### config.mk
export PLATFORM = sky130hd
export DESIGN_NAME = frontend
export DESIGN_NICKNAME = d
export VERILOG_FILES = /design/src/hw/isa_pkg.sv /design/src/hw/btb_pkg.sv /design/src/hw/btb.sv /design/src/hw/pc_gen.sv /design/src/hw/btb_update.sv /design/src/hw/frontend.sv
export SDC_FILE = /design/constraint.sdc
export NUM_CORES = 2
export LEC_CHECK = 0
export BUFFER_PORTS_ARGS = -buffer_cell sky130_fd_sc_hd__buf_2
export CAP_MARGIN = 20
export CORE_ASPECT_RATIO = 0.9
export CORE_MARGIN = 8
export CORE_UTILIZATION = 29
export DETAILED_ROUTE_END_ITERATION = 10
export PLACE_DENSITY_LB_ADDON = 0.08
export SLEW_MARGIN = 30
export SYNTH_ARGS = -nofsm -noshare
export SYNTH_HDL_FRONTEND = slang
export SYNTH_SLANG_ARGS = --single-unit
### constraint.sdc
create_clock -name clk -period 6.6 [get_ports clk]
set_input_delay 0.99 -clock clk [delete_from_list [all_inputs] [get_ports clk]]
set_output_delay 0.99 -clock clk [all_outputs]
set_load 0.05 [all_outputs]
### src/hw/isa_pkg.sv
package isa_pkg;

  // byte distance to the sequential next instruction
  parameter int unsigned pc_step = 4;

  // first fetch address out of reset
  parameter logic [31:0] reset_vector = 32'h0000_0100;

endpackage

### src/hw/btb_pkg.sv
package btb_pkg;

  // write-port command from the update unit to the BTB
  typedef enum logic [1:0] {
    op_none  = 2'b00,  // leave the table alone
    op_write = 2'b01,  // insert key, or retarget it in place
    op_kill  = 2'b10   // drop a matching entry
  } btb_op;

endpackage

### src/hw/btb.sv
module btb
  import btb_pkg::*;
#(
  parameter int ADDR_WIDTH = 32,
  parameter int ENTRIES    = 8
) (
  input  logic                  clk,
  input  logic                  reset,
  input  logic [ADDR_WIDTH-1:0] a_key,
  input  logic [ADDR_WIDTH-1:0] b_key,
  input  btb_op                 wr_op,
  input  logic [ADDR_WIDTH-1:0] wr_key,
  input  logic [ADDR_WIDTH-1:0] wr_target,
  output logic                  a_hit,
  output logic [ADDR_WIDTH-1:0] a_target,
  output logic                  b_hit,
  output logic [ADDR_WIDTH-1:0] b_target
);

  localparam int IDX_W = $clog2(ENTRIES);

  logic [ADDR_WIDTH-1:0] keys    [ENTRIES];
  logic [ADDR_WIDTH-1:0] targets [ENTRIES];
  logic [ENTRIES-1:0]    valid;
  logic [IDX_W-1:0]      ptr;       // round-robin victim
  logic [IDX_W-1:0]      next_ptr;

  logic                  w_hit;
  logic [IDX_W-1:0]      a_idx;
  logic [IDX_W-1:0]      b_idx;
  logic [IDX_W-1:0]      w_idx;

  // search all valid entries, returns {hit, index}
  function automatic logic [IDX_W:0] find_entry(input logic [ADDR_WIDTH-1:0] key);
    logic [IDX_W:0] res;
    res = '0;
    for (int i = 0; i < ENTRIES; i++) begin
      if (valid[i] && keys[i] == key) begin
        res = {1'b1, IDX_W'(i)};
      end
    end
    return res;
  endfunction

  // keys are unique among valid entries, so at most one match per port
  always_comb begin
    {a_hit, a_idx} = find_entry(a_key);
    {b_hit, b_idx} = find_entry(b_key);
    {w_hit, w_idx} = find_entry(wr_key);
  end

  assign a_target = a_hit ? targets[a_idx] : '0;
  assign b_target = b_hit ? targets[b_idx] : '0;

  assign next_ptr = (ptr == IDX_W'(ENTRIES - 1)) ? '0 : ptr + 1'b1;

  // key and target storage
  always_ff @(posedge clk) begin
    if (wr_op == op_write) begin
      if (w_hit) begin
        targets[w_idx] <= wr_target;  // retarget in place
      end else begin
        keys[ptr]    <= wr_key;
        targets[ptr] <= wr_target;
      end
    end
  end

  // valid bits and replacement pointer
  always_ff @(posedge clk) begin
    if (reset) begin
      valid <= '0;
      ptr   <= '0;
    end else begin
      case (wr_op)
        op_write: begin
          if (!w_hit) begin
            valid[ptr] <= 1'b1;
            ptr        <= next_ptr;
          end
        end
        op_kill: begin
          if (w_hit) begin
            valid[w_idx] <= 1'b0;  // pointer stays put
          end
        end
        default: begin
        end
      endcase
    end
  end

endmodule

### src/hw/pc_gen.sv
module pc_gen
  import isa_pkg::*;
#(
  parameter int ADDR_WIDTH = 32
) (
  input  logic                  clk,
  input  logic                  reset,
  input  logic                  fetch_ready,
  input  logic                  pred_hit,
  input  logic [ADDR_WIDTH-1:0] pred_target,
  input  logic                  redirect,
  input  logic [ADDR_WIDTH-1:0] redirect_pc,
  output logic [ADDR_WIDTH-1:0] fetch_pc
);

  logic [ADDR_WIDTH-1:0] seq_pc;
  logic [ADDR_WIDTH-1:0] pred_pc;

  assign seq_pc  = fetch_pc + ADDR_WIDTH'(pc_step);
  assign pred_pc = pred_hit ? pred_target : seq_pc;  // follow the BTB on a hit

  // redirect wins over back-pressure from decode
  always_ff @(posedge clk) begin
    if (reset) begin
      fetch_pc <= ADDR_WIDTH'(reset_vector);
    end else if (redirect) begin
      fetch_pc <= redirect_pc;
    end else if (fetch_ready) begin
      fetch_pc <= pred_pc;
    end
  end

endmodule

### src/hw/btb_update.sv
module btb_update
  import isa_pkg::*;
  import btb_pkg::*;
#(
  parameter int ADDR_WIDTH = 32
) (
  input  logic                  clk,
  input  logic                  reset,
  input  logic                  res_req,
  input  logic [ADDR_WIDTH-1:0] res_pc,
  input  logic                  res_taken,
  input  logic [ADDR_WIDTH-1:0] res_target,
  input  logic                  look_hit,
  input  logic [ADDR_WIDTH-1:0] look_target,
  output logic                  res_ack,
  output btb_op                 wr_op,
  output logic [ADDR_WIDTH-1:0] wr_key,
  output logic [ADDR_WIDTH-1:0] wr_target,
  output logic                  redirect,
  output logic [ADDR_WIDTH-1:0] redirect_pc
);

  logic                  act;          // the single action cycle of a request
  logic [ADDR_WIDTH-1:0] seq_pc;
  logic [ADDR_WIDTH-1:0] pred_next;
  logic [ADDR_WIDTH-1:0] actual_next;
  logic                  mispredict;

  assign act = res_req && !res_ack;

  assign seq_pc      = res_pc + ADDR_WIDTH'(pc_step);
  assign pred_next   = look_hit ? look_target : seq_pc;
  assign actual_next = res_taken ? res_target : seq_pc;
  assign mispredict  = (pred_next != actual_next);

  // table command, only in the action cycle
  always_comb begin
    wr_op = op_none;
    if (act) begin
      if (res_taken) begin
        wr_op = op_write;
      end else if (look_hit) begin
        wr_op = op_kill;  // predicted taken, went straight
      end
    end
  end

  assign wr_key    = res_pc;
  assign wr_target = res_target;

  // fetch reloads on the same edge that raises ack
  assign redirect    = act && mispredict;
  assign redirect_pc = actual_next;

  // slave side of the four-phase handshake
  always_ff @(posedge clk) begin
    if (reset) begin
      res_ack <= 1'b0;
    end else if (act) begin
      res_ack <= 1'b1;
    end else if (!res_req) begin
      res_ack <= 1'b0;  // release once req has dropped
    end
  end

endmodule

### src/hw/frontend.sv
module frontend
  import btb_pkg::*;
#(
  parameter int ADDR_WIDTH = 32,
  parameter int ENTRIES    = 8
) (
  input  logic                  clk,
  input  logic                  reset,
  input  logic                  fetch_ready,
  input  logic                  res_req,
  input  logic [ADDR_WIDTH-1:0] res_pc,
  input  logic                  res_taken,
  input  logic [ADDR_WIDTH-1:0] res_target,
  output logic [ADDR_WIDTH-1:0] fetch_pc,
  output logic                  fetch_pred_taken,
  output logic                  res_ack
);

  logic [ADDR_WIDTH-1:0] a_target;
  logic                  b_hit;
  logic [ADDR_WIDTH-1:0] b_target;
  btb_op                 wr_op;
  logic [ADDR_WIDTH-1:0] wr_key;
  logic [ADDR_WIDTH-1:0] wr_target;
  logic                  redirect;
  logic [ADDR_WIDTH-1:0] redirect_pc;

  // port A serves fetch, port B serves resolution
  btb #(
    .ADDR_WIDTH(ADDR_WIDTH),
    .ENTRIES   (ENTRIES)
  ) btb0 (
    .clk      (clk),
    .reset    (reset),
    .a_key    (fetch_pc),
    .b_key    (res_pc),
    .wr_op    (wr_op),
    .wr_key   (wr_key),
    .wr_target(wr_target),
    .a_hit    (fetch_pred_taken),
    .a_target (a_target),
    .b_hit    (b_hit),
    .b_target (b_target)
  );

  pc_gen #(
    .ADDR_WIDTH(ADDR_WIDTH)
  ) pc_gen0 (
    .clk        (clk),
    .reset      (reset),
    .fetch_ready(fetch_ready),
    .pred_hit   (fetch_pred_taken),
    .pred_target(a_target),
    .redirect   (redirect),
    .redirect_pc(redirect_pc),
    .fetch_pc   (fetch_pc)
  );

  btb_update #(
    .ADDR_WIDTH(ADDR_WIDTH)
  ) btb_update0 (
    .clk        (clk),
    .reset      (reset),
    .res_req    (res_req),
    .res_pc     (res_pc),
    .res_taken  (res_taken),
    .res_target (res_target),
    .look_hit   (b_hit),
    .look_target(b_target),
    .res_ack    (res_ack),
    .wr_op      (wr_op),
    .wr_key     (wr_key),
    .wr_target  (wr_target),
    .redirect   (redirect),
    .redirect_pc(redirect_pc)
  );

endmodule

==> impl_results.md <==
- Synth Cell Area: 0.03259 sq mm
- Remaining antenna violation count: 0
- Fin. Hold Viols: 0
- CTS tree: yes
- GP Congestion: 0.9782
- Fillcell total: roughly 11000
- Fin Hold WS: between 0.5 and 0.6 ns
- Met1 Use GR: 0.4171
- Max clock buf depth: 3
- Vias in the first global route: around 27000
- Die area: 0.1234 sq mm
- Hold Crit Class: in2reg
- Pin count of the biggest net entering global routing: 65
- Remaining DRCs: 0
- WP data arrival: about 6.9 ns
- Num CTS Buffers: 72
- Yosys top cell area share: 0.4718
- Placeable Area: 0.1113 sq mm
- Crit. End Element: register
- CTS H-tree lvls: 3
- Maximum fanout along the worst path: 16
- Storage cell area: 0.01627 sq mm
- Minimum clock period: about 6.4 ns
- First DRT Iteration DRCs: 3680
- Hold Path Stages: 2
- Fraction of layout cells with a size suffix above 1: 0.2258
- Top Ports: 103
- Syn Area/Cell: 11.15 sq um
- Final net count: 3381
- Worst VDD drop: 180.9 uV
- Avg WL per Cell: roughly 37 um
- Synthesized flop and latch total: 556
- Synth area leader: edfxtp_1
- Root Driver: clkbuf_16
- Setup Skew: 0.02631 ns
- Data required, critical path: 7.13 ns
- Antenna violations before repair: 19
- Worst setup SP type: input pin
- Ys flop type: edfxtp_1
- IO Port Bufs: 102
- Max Freq: approximately 160 MHz
- Relative slew slack: 0.2543
- First-pass GRT wire length: 241100 um
- Post-route insts no fill: 4843
- Met2 Use GR: 0.4106
- Drt first pass iters: 5
- Status: finished, final reports clean
- Dpl cells: 4709
- Max Transition Viols Final: 0
- HPWL Detailed: 136000 um
- RR Startpoint: btb0.keys[5][13]$_DFFE_PP_
- Hold path start: res_req
- Synth unique cells: 94
- Gate Count Post-Synth: 2922
- Clock Latency Late Sink: a little under 0.7 ns
- Setup-failing EPs final: 0
- Async SR Flop Fraction: 0
- Syn_nets: ~3000
- Vias: 28100
- Ys Warns: 0
- Worst Reg2Reg Path Length in Cells: 19
- Reg-to-reg slack, setup: 0.47 ns
- Worst Setup Path Type: in2reg
- Reg-to-Reg End: pc_gen0.fetch_pc[19]$_SDFFE_PP0P_
- Hold_buf cts: 0
- Fin crit share: 0.9641
- Worst Hold End: btb_update0.res_ack$_SDFFE_PP0P_
- Slew @ Worst Pin: 1.117 ns
- PwrDens: 230.1 mW/mm^2
- Die width: 369.3 um
- Pre-CTS setup slack: -0.3103 ns
- All-Layer GR Usage: 0.2815
- Multi-input logic area: 0.01550 sq mm
- RSZ-0062 raised after global routing: false
- Postcts setup bufs: 0
- Area contributors post-synth: edfxtp_1, xor2_1, xnor2_1
- P_leak: 14.39 nW
- Worst setup margin: approximately 0.24 ns
- Post-DR vias/cell: 5.802
- Grt total ovfl: 0
- Post-Route WL: 179300 um
- Die Y: around 330 um
- MaxCap Viol Count: 0
- Clock slew at reported path FFs: 0.06 ns
- Post-synth EDFFs: between 500 and 600
- Number of core rows: around 120
- Synth-to-layout area growth: 23.39%
- Layer with the highest usage: met1
- Post-synthesis sequential area ratio: 0.4988
- Sink Count: approximately 560
- M3 GR Usage: 0.05577
- Initial core utilization: 0.2927
- CTS resizes: 0
==> layer usage <==
| layer | part of all wire | routed length [um] | vias up |
|---|---|---|---|
| met4 | 0.034 | 6040 | 4 |
| li1 | - | - | 11760 |
| met2 | 0.42 | 75020 | 1548 |
| met3 | 0.084 | 15040 | 265 |
| met1 | 0.46 | 83220 | 14530 |
| met5 | 0.00016 | 29 | - |
==> Yosys cell counts, types with 7 or more instances <==
master	count
o21a_1	13
nand2b_1	25
a221o_1	7
o221ai_1	11
or2_2	12
o311ai_0	9
clkbuf_1	84
a21o_1	10
mux2i_1	106
a2111oi_0	7
nor3_1	82
buf_1	33
o2111ai_1	12
a221oi_1	7
buf_6	10
nand4_1	92
o211ai_1	19
mux4_2	19
a211oi_1	25
nor2_1	190
a21oi_1	81
nand2_1	185
o31ai_1	10
nor4_1	118
inv_1	41
a41o_1	12
a31oi_1	12
or4_1	17
dfxtp_1	44
o22ai_1	20
xor2_1	365
or3_1	19
mux2_2	80
edfxtp_1	512
xnor2_1	199
nor2b_1	10
nand4b_1	10
nand3_1	89
and3_1	31
o21ai_0	89
and4_1	14
and2_1	11
buf_2	47
==> final cells by class <==
type	count	area share
diodes	2	0.0001245
clock buffers	98	0.05088
clock inverters	34	0.007873
inverters	44	0.004108
multi-input cells	2142	0.3855
flip-flops and latches	556	0.4045
well taps	1475	0.04590
repair buffers	492	0.1011
==> worst max-delay path: stages <==
cell and delay (ns):
buf_2 0.37, buf_4 0.21, xnor2_1 0.14, nand4_1 0.12
nor4_1 0.52, buf_4 0.22, and4_1 0.31, buf_4 0.21
buf_4 0.20, nor4_1 0.07, o21ai_1 0.28, buf_4 0.22
buf_4 0.12, o22ai_1 0.11, o21ai_0 0.30, o32ai_1 0.16
a2111oi_0 0.83, and3b_1 0.26, o2111ai_1 0.22, o31ai_4 0.33
buf_12 0.26, buf_4 0.16, mux2i_1 0.19, nor2_1 0.06
==> stage by stage <==
| stage | cell area, sq um | power, mW | util | setup TNS [ns] |
|---|---|---|---|---|
| after floorplan | 32590 | 4.554 | - | 0 |
| after global placement | 37820 | 5.222 | 0.3397 | -8.830 |
| after detailed placement | 37840 | 5.214 | 0.3399 | -8.152 |
| after CTS | 40200 | 9.298 | 0.3611 | 0 |
| after global routing | 40200 | 9.460 | 0.3611 | 0 |
| final | 40210 | 9.251 | 0.3612 | 0 |
==> how the worst max path moves through the flow <==
stage                    start                           endpoint  slack (ns)
detailed placement   res_pc[8]   pc_gen0.fetch_pc[1]$_SDFFE_PP0P_       -0.31
CTS                  res_pc[8]   pc_gen0.fetch_pc[1]$_SDFFE_PP0P_        0.43
finish               res_pc[8]  pc_gen0.fetch_pc[19]$_SDFFE_PP0P_        0.24
global route        res_pc[22]   pc_gen0.fetch_pc[1]$_SDFFE_PP0P_        0.18
global placement    res_pc[19]   pc_gen0.fetch_pc[1]$_SDFFE_PP0P_       -0.36
floorplan           res_pc[22]          btb0.keys[5][0]$_DFFE_PP_        0.45
==> cells in the final DEF (no fill, tap or decap), types with 20 or more instances in the layout <==
master     Yosys  layout
edfxtp_1     512     512
xor2_1       365     365
buf_4          6     340
xnor2_1      199     198
nand2_1      185     185
nor2_1       190     177
nor4_1       118     117
mux2i_1      106     106
buf_2         47     102
nand4_1       92      92
nand3_1       89      89
o21ai_0       89      88
a21oi_1       81      81
mux2_2        80      80
nor3_1        82      77
clkbuf_16      0      77
buf_12         0      50
inv_1         41      41
dfxtp_1       44      36
and3_1        31      31
nand2b_1      25      25
a211oi_1      25      25
o22ai_1       20      20
==> power by group <==
part	internal, mW	total, mW	leakage (nW)	switching [mW]
sequential	3.89	4.02	4.98	0.132
combinational	0.381	1.15	8.24	0.769
clock	2.40	4.08	1.16	1.68
total	6.67	9.25	14.4	2.58
==> cells by family (layout without fill, tap and decap cells) <==
family / after synthesis / in the layout / share of synthesized area
mux: 206 / 206 / 0.07368
xor+xnor: 565 / 565 / 0.1521
other cells: 0 / 2 / 0
compound gates: 425 / 425 / 0.09123
simple gates: 942 / 942 / 0.1520
fa+ha+maj: 4 / 4 / 0.001536
buf+inv: 224 / 668 / 0.03060
flops: 556 / 556 / 0.4988
==> flip-flops by register name, indices dropped and copies added (netlist names) <==
name,cells
btb_update0.res_ack,1
btb0.targets,256
btb0.keys,256
btb0.valid,8
pc_gen0.fetch_pc,32
btb0.ptr,3
No activity file was read; power rests on OpenSTA's default activity.
